<file path="src/rtl/dual_read_ram.sv">
`timescale 1ns/1ns

module dual_read_ram #(
  parameter int data_width = 32,
  parameter int depth      = 64
) (
  input  logic                     clock,
  input  logic                     wen,
  input  logic [$clog2(depth)-1:0] waddr,
  input  logic [$clog2(depth)-1:0] raddr0,
  input  logic [$clog2(depth)-1:0] raddr1,
  input  logic [data_width-1:0]    wdata,
  output logic [data_width-1:0]    rdata0,
  output logic [data_width-1:0]    rdata1
);

  logic [data_width-1:0] mem [0:depth-1] = '{default: '0};

  // Reads see the contents from before a same-cycle write
  always_ff @(posedge clock) begin
    if (wen) begin
      mem[waddr] <= wdata;
    end
    rdata0 <= mem[raddr0];
    rdata1 <= mem[raddr1];
  end

endmodule

</file>
<file path="config.mk">
export PLATFORM = sky130hd
export DESIGN_NAME = dual_read_ram
export DESIGN_NICKNAME = d
export VERILOG_FILES = /design/src/rtl/dual_read_ram.sv
export SDC_FILE = /design/constraint.sdc
export NUM_CORES = 2
export LEC_CHECK = 0
export BUFFER_PORTS_ARGS = -buffer_cell sky130_fd_sc_hd__buf_4
export CORE_MARGIN = 4
export CORE_UTILIZATION = 30
export DETAILED_ROUTE_END_ITERATION = 8
export GPL_TIMING_DRIVEN = 0
export PLACE_DENSITY = 0.51
export SKIP_CTS_REPAIR_TIMING = 1
export SLEW_MARGIN = 20
export SYNTH_ARGS = -nofsm -noshare
export SYNTH_HDL_FRONTEND = slang
export SYNTH_SLANG_ARGS = --single-unit
export TNS_END_PERCENT = 1
</file>
<file path="constraint.sdc">
create_clock -name clock -period 3.64 [get_ports clock]
set_input_delay 0.182 -clock clock [delete_from_list [all_inputs] [get_ports clock]]
set_output_delay 0.182 -clock clock [all_outputs]
set_load 0.01 [all_outputs]
</file>
# After elaboration in Yosys (flattened, before gate mapping)
# Memory sizes are Yosys's and may differ from the RTL's. A register that Yosys moved wholly into a read port is not among the register bits.
# Index checks and enable logic that the tools add are counted.
# Widths: inputs -> output; s select.
# classes
mux	2
# ops
op	n
$mux 1	2
# word_totals
ff_bits	0
mem_bits_rw	2048
output_inout_bits	64
word_cells	3
n_memories	1
# memory_table
memory	words	word_bits	rd	rd_ports_with_merged_regs	wr	line_no	text
mem	64	32	2	2	1	17	logic [data_width-1:0] mem [0:depth-1] = '{default: '0};

# Depth between registers and ports, before layout
# logic_depth
ltp_word	2
ltp_mapped	10
ltp_nobuf	5

# Least setup slack after synthesis
# No wires, ideal clock.
# synth_path
path_type	input-to-reg
start	input waddr[3]
end	memory mem[48][0] (enable)
t_arrival_ps	2912
setup_slack_ps	267
cell_stages	4
path_buffers	1
cell_sequence	clkbuf_1 -> nor2b_1 -> nand4b_1 -> nor3_1
# synth_rtl
item	line_no	text
start, declared	9	input logic [$clog2(depth)-1:0] waddr,
end, declared	17	
# Straight into the memory's write port.

==> flow_summary.toml <==
[status]
run_status = "finished with violations"
violations = "DRC, setup timing"

[setup_path]
critical_path.endpoint_type = "flip-flop"
critPathMaxStageDelay_ps = 890
worst_setup_path_startpoint = "raddr0[2]"
setup.worst_path.start_class = "input port"
arrival_ps = 4580
critPathBufInv = 4
worst_ep_required_time_ps = 4420
critical_path.slowest_cell = "sky130_fd_sc_hd__buf_1"
crit-reg2reg-launch = "mem[11][8]"
crit-reg2reg-capture = "rdata1[8]"
path_class = "in -> reg"
critical_path_depth = 9
worstPathMaxFanout = 10
critical_path.endpoint = "rdata0[14]"
critical_path.cell_chain = "buf_2 -> clkbuf_4 -> and2_1 -> clkbuf_1 -> buf_1 -> a22oi_1 -> nand2_1 -> o21ai_1 -> o22ai_1"
r2r_slack_ps = 650
critical-path-top-delay-family = "buffers and inverters"
reg2regPathDepth = 4

[worst_hold_path]
hold_start = "waddr[0]"
type_of_the_tightest_min_delay_check = "in -> reg"

[timing]
grt_setup_unrepaired = "false"
finalCriticalPeriod_ps = 3800
post-route-worst-setup-slack_ps = -155
finalSetupTns_ps = -615
period_share_pct = 104
finalHoldViolCount = 0
slew_of_the_pin_with_the_lowest_slew_margin_ps = 1330
setup-violations-final = 5
finalClockSkew_ps = 95.4
achievable-frequency_mhz = 263
slew_headroom_pct = 11.2
maxSlewViolCount = 0

[grt]
largest_net_degree_at_the_start_of_global_routing = 65
grt_first_pass_wirelength_mm = 571
groute.usage.overall_pct = 26.7
via_count_of_the_first_global_routing_pass = 56600
grt_remaining_overflow = 0
antenna_found_initial = 49

[route]
drtAntennaViolNets = 0
iteration_0_drc_count_of_the_detailed_router = 10900
drt-vias-per-instance = 6.29
drt-total-wl_mm = 445
dr.pass1.iters = 8
vias = 59000
wire_per_inst_um = 47.5
drc = 1

[clocking]
cts.clk_slew.worst_paths_ps = 60
cts-root-to-sink-buffers = 4
cts-buffers-inserted = 239
cts.sinks = 2112
clk_latency_ps = 950
cts_htree_levels = 4
tritoncts_clock_tree = "yes"
cts_root_buffer = "sky130_fd_sc_hd__clkbuf_16"

[placed_design]
post-dp-hpwl_mm = 314
gp_congestion = 0.960
place_ws_ps = -1210
port_buffers = 103
dp.cells = 8890

[power_and_ir_drop]
total_power_w = 0.0575
p_switching_w = 0.0146
seq_power_share_pct = 47.0
power.clock.fraction_pct = 42.5
internal_power_w = 0.0429
power.share.switching_pct = 25.4
p_per_area_mw_per_mm2 = 501
part_of_the_power_in_combinational_logic_pct = 10.6
leakagePower_nw = 36.1
peakVddDrop_uv = 435

[cells_and_area]
flow.area_growth_from_synthesis_pct = 20.0
layout-drive-gt1-share_pct = 42.1
final_cells = 9378
final_util_pct = 36.1
leading_cell_types_in_the_layout_fill_and_taps_excluded = "sky130_fd_sc_hd__edfxtp_1, sky130_fd_sc_hd__mux4_2, sky130_fd_sc_hd__clkbuf_16, sky130_fd_sc_hd__mux2i_1, sky130_fd_sc_hd__buf_4"
final_net_count = 5035
layout_commonest_cell = "sky130_fd_sc_hd__edfxtp_1"

[yosys]
synth-warning-count = 0
synth_nets = 4464
ys_ff_latch = 2112
synthesis.area_per_instance_um2 = 21.7
synth_area_mm2 = 0.0957
yosysTopAreaCellShare_pct = 64.3
yosysTopAreaCell = "sky130_fd_sc_hd__edfxtp_1"
synth.yosys.seq_area_share_pct = 65.6
synth.top_cells.by_area = "sky130_fd_sc_hd__edfxtp_1, sky130_fd_sc_hd__mux4_2, sky130_fd_sc_hd__mux2i_1"
post_synth_inst_count = 4412
synth.lib_cells_used.distinct = 38

[floorplanning]
coreArea_mm2 = 0.318
die_area_mm2 = 0.328
die_height_um = 573
starting_utilization_of_the_core_area_pct = 30.1
dieWidth_um = 573
row_count = 207
boundaryPins = 116

[run]
cap_viol_max_count = 0
## cell families (layout without fill, tap and decap cells)
family	Yosys count	after routing	share of synthesized area, %
AND/OR/NAND/NOR	248	248	1.13
buffers and inverters	348	1112	1.83
other	0	22	0
flip-flops	2112	2112	65.6
AO/OA/AOI/OAI	340	340	2.39
multiplexers	1364	1364	29.0
## cell type report
| cell class | instances | area, µm² |
|---|---|---|
| Clock inverter | 140 | 1390 |
| Buffer | 346 | 1870 |
| Multi-Input combinational cell | 1952 | 31800 |
| Clock buffer | 294 | 6280 |
| Timing Repair Buffer | 331 | 5390 |
| Sequential cell | 2112 | 62800 |
| Tap cell | 4180 | 5230 |
| Inverter | 1 | 3.75 |
| Fill cell | 28900 | 203000 |
| Antenna cell | 22 | 55.1 |
## layer usage
metal / global-route usage, % / up-vias / part of all wire (%)
li1: - / 20800 / -
met1: 33.7 / 32300 / 36
met2: 39.6 / 4853 / 44
met3: 8.84 / 1079 / 13
met4: 16.9 / 10 / 7.9
met5: 0.0441 / - / 0.071
## stage by stage
stage	instance area, µm²	hold slack [ps]
after floorplan	95700	281
after global placement	102000	582
after detailed placement	107000	577
after CTS	114000	-218
after global routing	115000	147
final	115000	143
## cell usage after synthesis
cell type and n:
sky130_fd_sc_hd__nand3_1 9, sky130_fd_sc_hd__o22ai_1 56, sky130_fd_sc_hd__a21boi_1 1, sky130_fd_sc_hd__mux2_2 36, sky130_fd_sc_hd__buf_4 55, sky130_fd_sc_hd__a211oi_1 15, sky130_fd_sc_hd__o221ai_1 16, sky130_fd_sc_hd__o41ai_1 1
sky130_fd_sc_hd__a22oi_1 85, sky130_fd_sc_hd__or2_2 3, sky130_fd_sc_hd__inv_2 1, sky130_fd_sc_hd__and2_1 6, sky130_fd_sc_hd__buf_2 121, sky130_fd_sc_hd__nor2_1 94, sky130_fd_sc_hd__clkbuf_1 135, sky130_fd_sc_hd__a221oi_1 13
sky130_fd_sc_hd__nand2b_1 8, sky130_fd_sc_hd__o211ai_1 27, sky130_fd_sc_hd__o21ai_1 31, sky130_fd_sc_hd__edfxtp_1 2048, sky130_fd_sc_hd__or3b_2 2, sky130_fd_sc_hd__mux2i_1 204, sky130_fd_sc_hd__o211a_1 1, sky130_fd_sc_hd__nor2b_1 19
sky130_fd_sc_hd__nand4b_1 1, sky130_fd_sc_hd__a21oi_1 58, sky130_fd_sc_hd__nand4_1 2, sky130_fd_sc_hd__or3_1 2, sky130_fd_sc_hd__dfxtp_1 64, sky130_fd_sc_hd__nand2_1 93, sky130_fd_sc_hd__buf_6 11, sky130_fd_sc_hd__a32oi_1 9
sky130_fd_sc_hd__nor3_1 3, sky130_fd_sc_hd__nand3b_1 6, sky130_fd_sc_hd__o32a_1 9, sky130_fd_sc_hd__mux4_2 1124, sky130_fd_sc_hd__buf_1 25, sky130_fd_sc_hd__o21ai_0 18
## flip-flops by register name (all words and copies together), names as in the netlist
register / count
mem: 2048
rdata0: 32
rdata1: 32
## tightest hold or removal path, delay by kind of cell
family / cells / cell delay (ps)
and+or+nand+nor: 2 / 470
buffers and inverters: 1 / 170
## power by group through the flow
stage                     logic (W)  clock network (W)  registers (W)
final                       0.00608             0.0244         0.0270
after CTS                   0.00586             0.0245         0.0270
after global routing        0.00607             0.0256         0.0270
after global placement      0.00563                  0         0.0275
after detailed placement    0.00585                  0         0.0275
after floorplan             0.00258                  0         0.0276
## how the worst min path moves through the flow
stage                              to  slack [ps]  cells past startpoint
after detailed placement    rdata1[5]         580                      1
after CTS                  mem[35][2]        -220                      1
after floorplan             mem[0][0]         280                      0
after global placement     rdata1[14]         580                      1
final                      mem[51][0]         140                      3
after global routing      mem[51][10]         150                      3
No activity file was read; power rests on OpenSTA's default activity.
