--- config.mk ---
export PLATFORM = sky130hd
export DESIGN_NAME = btac_ctrl
export DESIGN_NICKNAME = d
export VERILOG_FILES = /design/src/rtl/btac_pkg.sv /design/src/rtl/btac_ctrl.sv
export VERILOG_INCLUDE_DIRS = /design/src /design/src/include
export SDC_FILE = /design/constraint.sdc
export NUM_CORES = 1
export LEC_CHECK = 0
export BUFFER_PORTS_ARGS = -buffer_cell sky130_fd_sc_hd__buf_2
export CAP_MARGIN = 25
export CORE_AREA = 2 2 254 256
export DETAILED_ROUTE_END_ITERATION = 10
export DIE_AREA = 0 0 256 258
export RECOVER_POWER = 50
export SLEW_MARGIN = 0
export SYNTH_ARGS = -nofsm -noshare
export SYNTH_HDL_FRONTEND = slang
export SYNTH_SLANG_ARGS = --single-unit
--- constraint.sdc ---
create_clock -name clock -period 4.8 [get_ports clock]
set_clock_uncertainty 0.15 [all_clocks]
set_input_delay 0.48 -clock clock [delete_from_list [all_inputs] [get_ports clock]]
set_output_delay 0.48 -clock clock [all_outputs]
set_load 0.005 [all_outputs]
--- src/include/btac_defines.svh ---
`ifndef BTAC_DEFINES_SVH
`define BTAC_DEFINES_SVH

// Table depths must be powers of two
`define BTB_DEPTH 64

`define BHT_DEPTH 128

`endif

--- src/rtl/btac_pkg.sv ---
`include "btac_defines.svh"

package btac_pkg;

  localparam int btb_index_width = $clog2(`BTB_DEPTH);
  localparam int bht_index_width = $clog2(`BHT_DEPTH);
  localparam int btb_tag_width   = 31 - btb_index_width;  // PC bits above the index
  localparam int btb_entry_width = btb_tag_width + 32;    // Tag above a 32-bit target

  // Two-bit saturating counter where jal forces strongly taken
  function automatic logic [1:0] next_saturation(
    input logic [1:0] sat,
    input logic       jal,
    input logic       taken
  );
    logic [1:0] result;
    result = sat;
    if (jal) begin
      result = 2'd3;
    end else if (taken && sat != 2'd3) begin
      result = sat + 2'd1;
    end else if (!taken && sat != 2'd0) begin
      result = sat - 2'd1;
    end
    return result;
  endfunction

endpackage

--- src/rtl/btac_ctrl.sv ---
`timescale 1ns/1ns

module btac_ctrl (
  input  logic                                  clock,
  input  logic                                  reset,
  input  logic                                  clear,
  input  logic                                  stall,
  input  logic [31:0]                           get_pc0,
  input  logic [31:0]                           get_pc1,
  input  logic [31:0]                           upd_pc0,
  input  logic [31:0]                           upd_npc0,
  input  logic [31:0]                           upd_addr0,
  input  logic                                  upd_branch0,
  input  logic                                  upd_jal0,
  input  logic                                  upd_jump0,
  input  logic                                  upd_pred_taken0,
  input  logic [31:0]                           upd_pred_taddr0,
  input  logic [1:0]                            upd_pred_tsat0,
  input  logic [31:0]                           upd_pc1,
  input  logic [31:0]                           upd_npc1,
  input  logic [31:0]                           upd_addr1,
  input  logic                                  upd_branch1,
  input  logic                                  upd_jal1,
  input  logic                                  upd_jump1,
  input  logic                                  upd_pred_taken1,
  input  logic [31:0]                           upd_pred_taddr1,
  input  logic [1:0]                            upd_pred_tsat1,
  output logic                                  pred_taken0,
  output logic                                  pred_taken1,
  output logic [31:0]                           pred_taddr0,
  output logic [31:0]                           pred_taddr1,
  output logic [1:0]                            pred_tsat0,
  output logic [1:0]                            pred_tsat1,
  output logic [31:0]                           pred_maddr,
  output logic                                  pred_miss,
  output logic                                  pred_hazard0,
  output logic                                  pred_hazard1,
  output logic                                  btb_wen,
  output logic [btac_pkg::btb_index_width-1:0]  btb_waddr,
  output logic [btac_pkg::btb_index_width-1:0]  btb_raddr0,
  output logic [btac_pkg::btb_index_width-1:0]  btb_raddr1,
  output logic [btac_pkg::btb_entry_width-1:0]  btb_wdata,
  input  logic [btac_pkg::btb_entry_width-1:0]  btb_rdata0,
  input  logic [btac_pkg::btb_entry_width-1:0]  btb_rdata1,
  output logic                                  bht_wen,
  output logic [btac_pkg::bht_index_width-1:0]  bht_waddr,
  output logic [btac_pkg::bht_index_width-1:0]  bht_raddr0,
  output logic [btac_pkg::bht_index_width-1:0]  bht_raddr1,
  output logic [1:0]                            bht_wdata,
  input  logic [1:0]                            bht_rdata0,
  input  logic [1:0]                            bht_rdata1
);

  import btac_pkg::*;

  logic [31:0]                pc0_q;
  logic [31:0]                pc1_q;
  logic [btb_index_width-1:0] btb_raddr0_q;
  logic [btb_index_width-1:0] btb_raddr1_q;
  logic [bht_index_width-1:0] bht_raddr0_q;
  logic [bht_index_width-1:0] bht_raddr1_q;
  logic                       upd_act0;
  logic                       upd_act1;
  logic                       tag_hit0;
  logic                       tag_hit1;
  logic                       hold;
  logic [32:0]                check0;
  logic [32:0]                check1;
  logic                       miss_q;
  logic [31:0]                maddr_q;

  // Returns {miss, correction address} for one retiring slot
  function automatic logic [32:0] miss_check(
    input logic        pred_taken,
    input logic        jump,
    input logic        branch,
    input logic [31:0] addr,
    input logic [31:0] npc,
    input logic [31:0] pred_taddr
  );
    logic [32:0] result;
    result = '0;
    if (pred_taken) begin
      if (jump) begin
        result = {addr != pred_taddr, addr};  // Wrong target
      end else if (branch) begin
        result = {1'b1, npc};                 // Predicted taken but fell through
      end
    end else if (jump) begin
      result = {1'b1, addr};
    end
    return result;
  endfunction

  // Read addresses freeze while clear is high
  assign btb_raddr0 = clear ? btb_raddr0_q : get_pc0[btb_index_width:1];
  assign btb_raddr1 = clear ? btb_raddr1_q : get_pc1[btb_index_width:1];
  assign bht_raddr0 = clear ? bht_raddr0_q : get_pc0[bht_index_width:1];
  assign bht_raddr1 = clear ? bht_raddr1_q : get_pc1[bht_index_width:1];

  always_ff @(posedge clock) begin
    if (!reset) begin
      btb_raddr0_q <= '0;
      btb_raddr1_q <= '0;
      bht_raddr0_q <= '0;
      bht_raddr1_q <= '0;
      pc0_q        <= '0;
      pc1_q        <= '0;
      miss_q       <= 1'b0;
    end else begin
      btb_raddr0_q <= btb_raddr0;
      btb_raddr1_q <= btb_raddr1;
      bht_raddr0_q <= bht_raddr0;
      bht_raddr1_q <= bht_raddr1;
      if (!clear) begin
        pc0_q <= get_pc0;
        pc1_q <= get_pc1;
      end
      miss_q <= pred_hazard0 | pred_hazard1;
    end
  end

  // Slot 0 wins when both slots retire a control transfer
  assign upd_act0 = upd_jal0 | upd_branch0;
  assign upd_act1 = upd_jal1 | upd_branch1;

  assign btb_wen   = ~clear & (upd_act0 | upd_act1);
  assign btb_waddr = upd_act0 ? upd_pc0[btb_index_width:1] : upd_pc1[btb_index_width:1];
  assign btb_wdata = upd_act0 ? {upd_pc0[31:btb_index_width+1], upd_addr0}
                              : {upd_pc1[31:btb_index_width+1], upd_addr1};

  assign bht_wen   = btb_wen;
  assign bht_waddr = upd_act0 ? upd_pc0[bht_index_width:1] : upd_pc1[bht_index_width:1];
  assign bht_wdata = upd_act0 ? next_saturation(upd_pred_tsat0, upd_jal0, upd_jump0)
                              : next_saturation(upd_pred_tsat1, upd_jal1, upd_jump1);

  // Prediction from this cycle's table data and last cycle's PCs
  assign hold     = stall | clear;
  assign tag_hit0 = btb_rdata0[btb_entry_width-1:32] == pc0_q[31:btb_index_width+1];
  assign tag_hit1 = btb_rdata1[btb_entry_width-1:32] == pc1_q[31:btb_index_width+1];

  assign pred_taken0 = hold ? 1'b0 : bht_rdata0[1] & tag_hit0;
  assign pred_taken1 = hold ? 1'b0 : bht_rdata1[1] & tag_hit1;
  assign pred_taddr0 = hold ? 32'd0 : btb_rdata0[31:0];
  assign pred_taddr1 = hold ? 32'd0 : btb_rdata1[31:0];
  assign pred_tsat0  = hold ? 2'd0 : bht_rdata0;
  assign pred_tsat1  = hold ? 2'd0 : bht_rdata1;

  assign check0 = miss_check(upd_pred_taken0, upd_jump0, upd_branch0,
                             upd_addr0, upd_npc0, upd_pred_taddr0);
  assign check1 = miss_check(upd_pred_taken1, upd_jump1, upd_branch1,
                             upd_addr1, upd_npc1, upd_pred_taddr1);

  assign pred_hazard0 = check0[32];
  assign pred_hazard1 = check1[32];

  always_ff @(posedge clock) begin
    maddr_q <= pred_hazard0 ? check0[31:0] : check1[31:0];  // Older slot first
  end

  assign pred_miss  = miss_q;
  assign pred_maddr = maddr_q;

endmodule

## Yosys cells after proc, flatten, opt, wreduce, memory -nomap -nowiden

Index checks and enable logic that the tools add are counted.

| word-level totals | value |
|---|---|
| bits of input ports | 454 |
| output and inout port bits | 205 |
| memories | 0 |
| memory bits (writable) | 0 |
| logic and storage cells | 64 |
| bits in read-only memories | 0 |
| bits in latches | 0 |
| register bits after elaboration | 123 |

| operators by class | value |
|---|---|
| shift-type cells | 0 |
| multipliers | 0 |
| equality and inequality tests | 6 |
| add/subtract/negate cells | 4 |
| muxes and demuxes | 29 |
| div/mod/pow operators | 0 |
| reduce and logical (&&, ||, !) cells | 8 |
| $lt $le $gt $ge | 0 |
| bitwise operators | 9 |

Operator list:

| operator | count |
|---|---|
| 33-bit 2-to-1 mux | 8 |
| 32-bit 2-to-1 mux | 3 |
| 32-bit inequality test | 2 |
| 57-bit 2-to-1 mux | 1 |
| 25-bit equality test | 2 |
| 7-bit 2-to-1 mux | 3 |
| 2-bit 2-to-1 mux | 9 |
| 6-bit 2-to-1 mux | 3 |
| 1-bit bitwise OR | 5 |
| 2-bit by 1-bit adder with 2-bit output, second input constant | 2 |
| 1-bit logical AND | 4 |
| 2-bit inequality test, second input constant | 2 |
| 2-bit nonzero test | 2 |
| 2-bit by 1-bit subtractor with 2-bit output, second input constant | 2 |
| 1-bit AND | 3 |
| 1-bit logical NOT | 2 |
| 1-bit 2-to-1 mux | 2 |
| 1-bit NOT | 1 |

## Longest topological paths before layout

Gate-level depths: netlist of the first run.

| depth | value |
|---|---|
| depth after elaboration | 6 |
| depth in mapped cells | 8 |

## Least setup slack after synthesis of the first run

OpenSTA, ideal clock, no wires.

| timing path | value |
|---|---|
| kind | input -> output |
| start point | input port upd_branch0 |
| end point | output port btb_wdata[32] in the netlist's numbering |
| data required time | 4.170 ns |
| path buffers | 3 |
| stages | 5 |
| arrival | 1.785 ns |
| path slack | 2.385 ns |
| cells stage by stage | nor2_1 > clkbuf_1 > clkbuf_1 > mux2_2 > buf_4 |

| between the ends | value |
|---|---|
| word-level cells in the longest chain between the ends | 2 |

Ends and longest elaborated chain:

| element | line | RTL |
|---|---|---|
| start: declaration | btac_ctrl.sv:13 | `input logic upd_branch0,` |
| 1-bit bitwise OR | btac_ctrl.sv:124 | `assign upd_act0 = upd_jal0 \| upd_branch0;` |
| 57-bit 2-to-1 mux | btac_ctrl.sv:129 | `assign btb_wdata = upd_act0 ? {upd_pc0[31:btb_index_width+1], upd_addr0}` |
| end: declaration | btac_ctrl.sv:42 | `output logic [btac_pkg::btb_entry_width-1:0] btb_wdata,` |

Every way passes these cells.

## Worst setup path after layout of the first run

| timing path | value |
|---|---|
| start point | input port upd_pred_taddr0[19] |
| end point | output port pred_hazard0 |

| between the ends | value |
|---|---|
| word-level cells in the longest chain between the ends | 3 |

Ends and longest elaborated chain:

| element | line | RTL |
|---|---|---|
| start: declaration | btac_ctrl.sv:17 | `input logic [31:0] upd_pred_taddr0,` |
| 32-bit inequality test | btac_ctrl.sv:85 | `result = {addr != pred_taddr, addr};` |
| 33-bit 2-to-1 mux | btac_ctrl.sv:84 | `if (jump) begin` |
| 33-bit 2-to-1 mux | btac_ctrl.sv:83 | `if (pred_taken) begin` |
| end: declaration | btac_ctrl.sv:36 | `output logic pred_hazard0,` |

Every way passes these cells.

==> out/summary.log, run 1 <==
[synthesis] fraction of the yosys area taken by sequential cells 31.24%
[pwr] net load switching power 956.9 µW
[run_status] violated checks capacitance limit, slew limit
[cts] H-tree Lvls 3
[cts] clock tree from TritonCTS built
[hold_path] Hold Crit Start upd_npc0[29]
[worst_setup_path] R2R Path End bht_raddr0_q[5]
[synthesis] Synth top cells by count sky130_fd_sc_hd__dfxtp_1 (109), sky130_fd_sc_hd__and2_1 (94), sky130_fd_sc_hd__xnor2_1 (72)
[cts] CTS hold repair buffers 0
[cts] insertion delay to the later sink of the worst-skew pair 0.41 ns
[pwr] Internal 1.727 mW
[layout] post-route non-filler standard cell count 2267
[synthesis] leading cell types by total area after synthesis sky130_fd_sc_hd__dfxtp_1 (31%), sky130_fd_sc_hd__mux2_2 (10%), sky130_fd_sc_hd__xnor2_1 (9.0%), sky130_fd_sc_hd__and2_1 (8.4%), sky130_fd_sc_hd__mux2i_1 (7.5%)
[floorplan] number of ports placed on the die boundary 659
[pwr] leak pwr 5.354 nW
[synthesis] syn nets 1238
[synthesis] async set-reset flop share out of synthesis 0%
[worst_setup_path] critical path class in -> out
[global_route] all-layer global routing usage 15.56%
[cts] postcts setup bufs 0
[pwr] ratio of total power to cell area 234.5 nW/µm²
[route] highest routed metal layer met5
[synthesis] post-synthesis cell type with the largest combined area sky130_fd_sc_hd__dfxtp_1
[route] First-pass DRT Iterations 5
[sta] Max Freq 0.2940 GHz
[worst_setup_path] Worst Setup Start Kind primary input
[worst_setup_path] critical path endpoint category output pin
[cts] clock buffer count from CTS 9
[sta] transition time at the pin with the least slew margin 3.088 ns
[route] post-detailed-route wirelength per cell 23.50 µm
[synthesis] count of state elements after synthesis 109
[floorplan] Cell Rows 93
[pwr] share of power burned in the clock network 32.9%
[sta] shortest clock period the worst path allows after layout 3.401 ns
[worst_setup_path] startpoint of the lowest-slack register-to-register path bht_raddr0_q[5]
[route] Vias 8415
[route] drt first-iter violations 480
[route] M1 wire length 19360 µm
[worst_setup_path] data arrival at the endpoint of the critical path 2.77 ns
[synthesis] share of Yosys cell area claimed by the top area cell type 31.24%
[worst_setup_path] Data required, critical path 4.17 ns
[cts] clock sinks 109
[sta] Fin. Hold Viols 0
[floorplan] initial cell density of the core 10.97%
[cts] root buffer cell sky130_fd_sc_hd__clkbuf_16
[worst_setup_path] maximum net fanout on the critical path 15
[pwr] fraction of power consumed by sequential logic 37.1%
[global_route] aggregate global routing overflow 0
[sta] final worst-path cycle share 70.86%
[route] detailed-route vias per instance 3.712
[layout] share of post-route cells with drive strength above 1 49.32%
[layout] Post-layout nets 1856
[sta] total count of max-transition violations in the final report 78
[place] standard cell area after detailed placement 11180 µm²
[synthesis] cell count after synthesis 780
[route] Final ANT Viol Nets 0
[synthesis] count of different cell masters after synthesis 37
[sta] Slew Limit Headroom -105.9%
[pwr] power share of the combinational group 30.0%
[sta] unrepaired setup endpoints after global routing false
[sta] Setup TNS 0 ns
[cts] maximum number of buffers from clock root to sink 2
[worst_setup_path] path depth of the worst reg2reg path 3
[synthesis] synthesis warning total 0
[route] post-route DRC violation count 0
[layout] area added between synthesis and finish 63.87%
[pwr] Sw Share 35.65%
[hold_path] Hold Crit Depth 3
[place] routability-driven placement congestion ratio 0.9170
[run_status] outcome finished with violations
[route] total length of routed met3 wires 3326 µm
[synthesis] number of synthesized flops with an enable pin 0
[worst_setup_path] Critical path origin upd_pred_taddr0[19]
[cts] clock-pin slew of the registers on the worst-case setup and hold paths 0.12 ns
[global_route] antenna violations before repair 34
[synthesis] most instantiated flip-flop cell in the synthesis netlist sky130_fd_sc_hd__dfxtp_1
[synthesis] post-synthesis cell area 6985 µm²
[synthesis] Avg Synthesized Cell Area 8.956 µm²
[hold_path] capture endpoint of the worst hold path pred_maddr[29]
[pwr] worst voltage drop across the vdd grid 164.4 µV
[global_route] maximum number of pins on one net before global-route repair 78
[place] half-perimeter wire length of the detailed placement result 46610 µm
[layout] filler instances 7296
[synthesis] most frequent cell after synthesis sky130_fd_sc_hd__dfxtp_1
[route] final WL 53270 µm
[hold_path] Hold Crit Class in -> reg
[sta] hold slack 0.1491 ns
[cts] CTS-repair resized insts 0
[sta] endpoints failing setup 0
[floorplan] area of the die 66050 µm²
[worst_setup_path] Reg2Reg Setup Slack 3.92 ns
[place] count of placed standard cells including taps 2242
[layout] final design instance area without fill 11450 µm²
[route] met2 WL 27940 µm
[flow_run] count of max-cap constraint violations 1
[floorplan] core area 63650 µm²
[floorplan] die extent in x 256 µm
[place] count of buffers inserted at the top-level ports 654
[floorplan] die span in y 258 µm
[global_route] vias in the first global route 8359
[global_route] wire length of the first global-routing pass 69410 µm
stage by stage:
step | utilization [%] | setup slack (ns) | total power, mW
after global routing | 17.98 | 1.324 | 2.844
after CTS | 18.07 | 1.316 | 2.770
after global placement | 17.57 | 1.360 | 1.838
after detailed placement | 17.57 | 1.392 | 1.842
final | 17.98 | 1.399 | 2.684
after floorplan | - | 2.385 | 1.349
how the worst max path moves through the flow:
stage | to | slack [ns]
after floorplan | btb_wdata[32] | 2.39
after global placement | pred_hazard0 | 1.36
after detailed placement | pred_hazard0 | 1.39
after CTS | pred_taken0 | 1.32
after global routing | pred_taken0 | 1.32
final | pred_hazard0 | 1.40
cells in the final DEF, fill, tap and decap left out, types with 2 or more instances in the layout:
cell,instances
sky130_fd_sc_hd__mux2i_1,52
sky130_fd_sc_hd__nand2b_1,16
sky130_fd_sc_hd__clkinvlp_4,2
sky130_fd_sc_hd__clkbuf_16,9
sky130_fd_sc_hd__nand2_1,58
sky130_fd_sc_hd__clkinv_8,4
sky130_fd_sc_hd__buf_4,11
sky130_fd_sc_hd__and2_1,79
sky130_fd_sc_hd__a22oi_1,65
sky130_fd_sc_hd__xor2_1,41
sky130_fd_sc_hd__o21ai_0,4
sky130_fd_sc_hd__and3_1,2
sky130_fd_sc_hd__o211ai_1,3
sky130_fd_sc_hd__xnor2_1,72
sky130_fd_sc_hd__nor2_1,4
sky130_fd_sc_hd__nor2b_1,48
sky130_fd_sc_hd__clkbuf_1,51
sky130_fd_sc_hd__nor2_4,2
sky130_fd_sc_hd__nand3_1,4
sky130_fd_sc_hd__dfxtp_1,109
sky130_fd_sc_hd__buf_2,602
sky130_fd_sc_hd__nand4_1,18
sky130_fd_sc_hd__ha_1,4
sky130_fd_sc_hd__inv_1,7
sky130_fd_sc_hd__and2_0,15
sky130_fd_sc_hd__o21ai_1,29
sky130_fd_sc_hd__mux2_2,58
sky130_fd_sc_hd__diode_2,9
sky130_fd_sc_hd__nor4_1,12
sky130_fd_sc_hd__mux2_1,5
sky130_fd_sc_hd__nor3_1,3
sky130_fd_sc_hd__a21boi_0,2
area by class of cell:
class | instances | area, µm² | share of cell area, %
clock inverter | 7 | 91.34 | 0.7979
sequential | 109 | 2182 | 19.06
clock buffer | 9 | 225.2 | 1.967
tap | 855 | 1070 | 9.345
antenna | 9 | 22.52 | 0.1967
inverter | 7 | 26.28 | 0.2295
timing repair buffer | 665 | 3291 | 28.75
multi-input combinational | 606 | 4539 | 39.65
cells by family (layout without fill, tap and decap cells):
family	after synthesis	count (layout)	synth area share (%)
muxes	115	115	17.61
buffers and inverters	65	688	4.263
DFF	109	109	31.24
other	0	9	0
xor gates and xnor gates	113	113	14.17
adders and majority gates	4	4	0.7165
and+or+nand+nor	264	264	21.31
AOI/OAI and AO/OA	110	110	10.69
power by group through the flow:
stage | combinational (mW) | clock [mW] | sequential [mW]
after detailed placement | 0.827 | 0 | 1.02
after CTS | 0.831 | 0.943 | 0.996
after global placement | 0.823 | 0 | 1.01
final | 0.804 | 0.884 | 0.996
after floorplan | 0.335 | 0 | 1.01
after global routing | 0.871 | 0.970 | 1.00
registers in the layout, summed over array words and instances (netlist names):
| name | cells |
|---|---|
| pred_maddr | 32 |
| pc0_q | 25 |
| pc1_q | 25 |
| bht_raddr0_q | 7 |
| bht_raddr1_q | 7 |
| btb_raddr0_q | 6 |
| btb_raddr1_q | 6 |
| pred_miss | 1 |
layer usage:
layer / vias up / global-route usage (%)
met5: - / 0
met4: 2 / 8.171
met3: 105 / 3.494
met2: 529 / 29.39
met1: 3854 / 15.97
li1: 3925 / -
critical path: stages:
cell,delay [ns]
sky130_fd_sc_hd__buf_2,0.12
sky130_fd_sc_hd__xnor2_1,0.15
sky130_fd_sc_hd__nand4_1,0.21
sky130_fd_sc_hd__nor4_1,0.79
sky130_fd_sc_hd__a41oi_4,0.20
sky130_fd_sc_hd__or2_1,0.54
sky130_fd_sc_hd__buf_2,0.26
Power figures use the tool's default switching activity.
==> inputs of run 2 (changes only) <==
CORE_AREA = 2 2 255 257   (was 2 2 254 256)
DIE_AREA = 0 0 257 259   (was 0 0 256 258)
clock period = 2.93 ns   (was 4.8 ns; I/O delays follow)
==> out/summary.log, run 2 (same netlist as run 1, synthesis figures left out) <==
[worst_setup_path] Worst Setup Start Kind primary input
[floorplan] initial cell density of the core 10.93%
[global_route] GRT met3 Usage 4.237%
[sta] Max Freq 0.3563 GHz
[sta] Fin. Hold Viols 0
[route] detailed-route vias per instance 3.717
[layout] share of post-route cells with drive strength above 1 46.66%
[floorplan] die span in y 259 µm
[pwr] worst voltage drop across the vdd grid 268.1 µV
[floorplan] number of ports placed on the die boundary 659
[route] final WL 49370 µm
[global_route] met2 track utilization from global routing 26.07%
[global_route] all-layer global routing usage 14.12%
[worst_setup_path] maximum net fanout on the critical path 32
[layout] leading cell types in the layout, fill and taps excluded sky130_fd_sc_hd__buf_2 (595), sky130_fd_sc_hd__dfxtp_1 (109), sky130_fd_sc_hd__dlygate4sd3_1 (101)
[place] half-perimeter wire length of the detailed placement result 42520 µm
[cts] maximum number of buffers from clock root to sink 2
[floorplan] Cell Rows 93
[sta] Slew Limit Headroom 22.85%
[floorplan] area of the die 66560 µm²
[sta] transition time at the pin with the least slew margin 1.157 ns
[layout] number of flip-flops under the largest register name 32
[worst_setup_path] cell type of the slowest stage on the worst timing path sky130_fd_sc_hd__dlygate4sd3_1
[sta] unrepaired setup endpoints after global routing false
[cts] clock sinks 109
[global_route] met1 usage in global routing 15.00%
[route] Vias 8824
[run_status] outcome finished, final reports clean
[worst_setup_path] data arrival at the endpoint of the critical path 2.95 ns
[route] First-pass DRT Iterations 5
[cts] clock-pin slew of the registers on the worst-case setup and hold paths 0.10 ns
[layout] final design instance area without fill 12550 µm²
[worst_setup_path] critical path class in -> reg
[sta] final worst-path cycle share 95.79%
[worst_setup_path] Top Family by Delay on Critical Path buffers and inverters
[hold_path] Hold Crit Class in -> reg
[sta] shortest clock period the worst path allows after layout 2.807 ns
[sta] Setup TNS 0 ns
[place] routability-driven placement congestion ratio 0.8721
[global_route] aggregate global routing overflow 0
[floorplan] die extent in x 257 µm
[global_route] wire length of the first global-routing pass 64900 µm
[route] Final ANT Viol Nets 0
[pwr] ratio of total power to cell area 360.3 nW/µm²
[layout] area added between synthesis and finish 79.72%
[cts] clock buffer count from CTS 9
[global_route] antenna violations before repair 24
[global_route] global route hottest layer met2
[place] standard cell area after detailed placement 11260 µm²
[route] post-detailed-route wirelength per cell 20.79 µm
[worst_setup_path] highest cell delay on the worst timing path 0.56 ns
[sta] total count of max-transition violations in the final report 0
[worst_setup_path] cell chain of the critical path buf_2 -> xnor2_1 -> buf_4 -> nand4_1 -> nor4_2 -> buf_4 -> a41oi_4 -> buf_6 -> a22oi_1 -> dlygate4sd3_1 -> o21ai_1 -> dlygate4sd3_1
[route] drt first-iter violations 508
[global_route] vias in the first global route 8605
[layout] Post-layout nets 1966
[worst_setup_path] Data required, critical path 3.07 ns
[global_route] maximum number of pins on one net before global-route repair 78
[pwr] leak pwr 5.791 nW
[floorplan] core area 63880 µm²
[flow_run] count of max-cap constraint violations 0
[cts] clock tree from TritonCTS built
[cts] insertion delay to the later sink of the worst-skew pair 0.40 ns
[place] count of buffers inserted at the top-level ports 654
[sta] endpoints failing setup 0
[route] post-route DRC violation count 0
[layout] most common cell after layout, fill and taps aside sky130_fd_sc_hd__buf_2
[cts] root buffer cell sky130_fd_sc_hd__clkbuf_16
[cts] H-tree Lvls 3
[worst_setup_path] Buf/Inv on CP 6
[worst_setup_path] critical path endpoint category register
==> run 2: changes by cell type in the layout (fill, tap and decap cells not counted), moves of 2 or more <==
cell | before | now
sky130_fd_sc_hd__buf_4 | 11 | 14
sky130_fd_sc_hd__mux2_1 | 5 | 0
sky130_fd_sc_hd__and2_1 | 79 | 48
sky130_fd_sc_hd__dlygate4sd3_1 | 0 | 101
sky130_fd_sc_hd__mux2_2 | 58 | 63
sky130_fd_sc_hd__diode_2 | 9 | 6
sky130_fd_sc_hd__nor4_2 | 1 | 3
sky130_fd_sc_hd__clkbuf_1 | 51 | 56
sky130_fd_sc_hd__and2_0 | 15 | 46
sky130_fd_sc_hd__buf_2 | 602 | 595
sky130_fd_sc_hd__inv_12 | 0 | 2
sky130_fd_sc_hd__clkbuf_2 | 0 | 6
sky130_fd_sc_hd__nor4_1 | 12 | 10
sky130_fd_sc_hd__clkinvlp_4 | 2 | 0
==> run 2: layout make-up <==
cell class              count  area, µm²
repair buffers            775       4373
clock buffers               9      225.2
diodes                      6      15.01
multi-input cells         606       4559
flip-flops and latches    109       2182
fillers                  7185      51330
well taps                 855       1070
clock inverters             7      103.9
inverters                   7      26.28
==> run 2: worst paths after layout <==
check	cells after the start	start	slack, ns	endpoint
worst max-delay path	12	upd_addr0[31]	0.12	pred_maddr[20]
worst min-delay path	3	get_pc0[26]	0.03	pc0_q[26]
worst max register to register	2	pc1_q[11]	2.07	pc1_q[11]
worst min register to register	2	pc1_q[7]	0.34	pc1_q[7]
==> run 2: worst reg2reg max path, stage by stage, from the launching register on <==
cell	delay [ns]
sky130_fd_sc_hd__dfxtp_1	0.40
sky130_fd_sc_hd__mux2i_1	0.09
sky130_fd_sc_hd__nor2b_1	0.16
==> run 2: layer usage <==
layer | part of all wire, % | vias up | wire length (µm)
met4 | 4.2 | 2 | 2055
met3 | 9.0 | 89 | 4467
met5 | 0.020 | - | 10
met2 | 50 | 550 | 24740
met1 | 37 | 4043 | 18100
li1 | - | 4140 | -
==> run 2: what timing repair did <==
item,in CTS,in global routing
hold endpoints to repair,77,0
hold buffers,101,0
buffers inserted,0,0
resized for setup,0,3
setup endpoints to repair,0,1
==> run 2: report_power, final <==
| group | total (mW) | switching (mW) | internal, mW |
|---|---|---|---|
| combinational | 1.44 | 0.700 | 0.739 |
| clock | 1.45 | 0.812 | 0.639 |
| sequential | 1.63 | 0.0487 | 1.58 |
| total | 4.52 | 1.56 | 2.96 |
==> run 2: through the flow <==
step	cells	total power, mW	utilization, %	worst slack [ns]	hold WS [ns]
detailed placement	2251	3.012	17.63	0.4117	0.3290
floorplan	780	2.209	-	0.8894	0.2740
CTS	2368	4.669	19.73	0.01307	0.0004319
global placement	2251	3.005	17.63	0.4076	0.3235
global route	2374	4.813	19.65	0.004229	0.02017
finish	2374	4.523	19.65	0.1234	0.03312
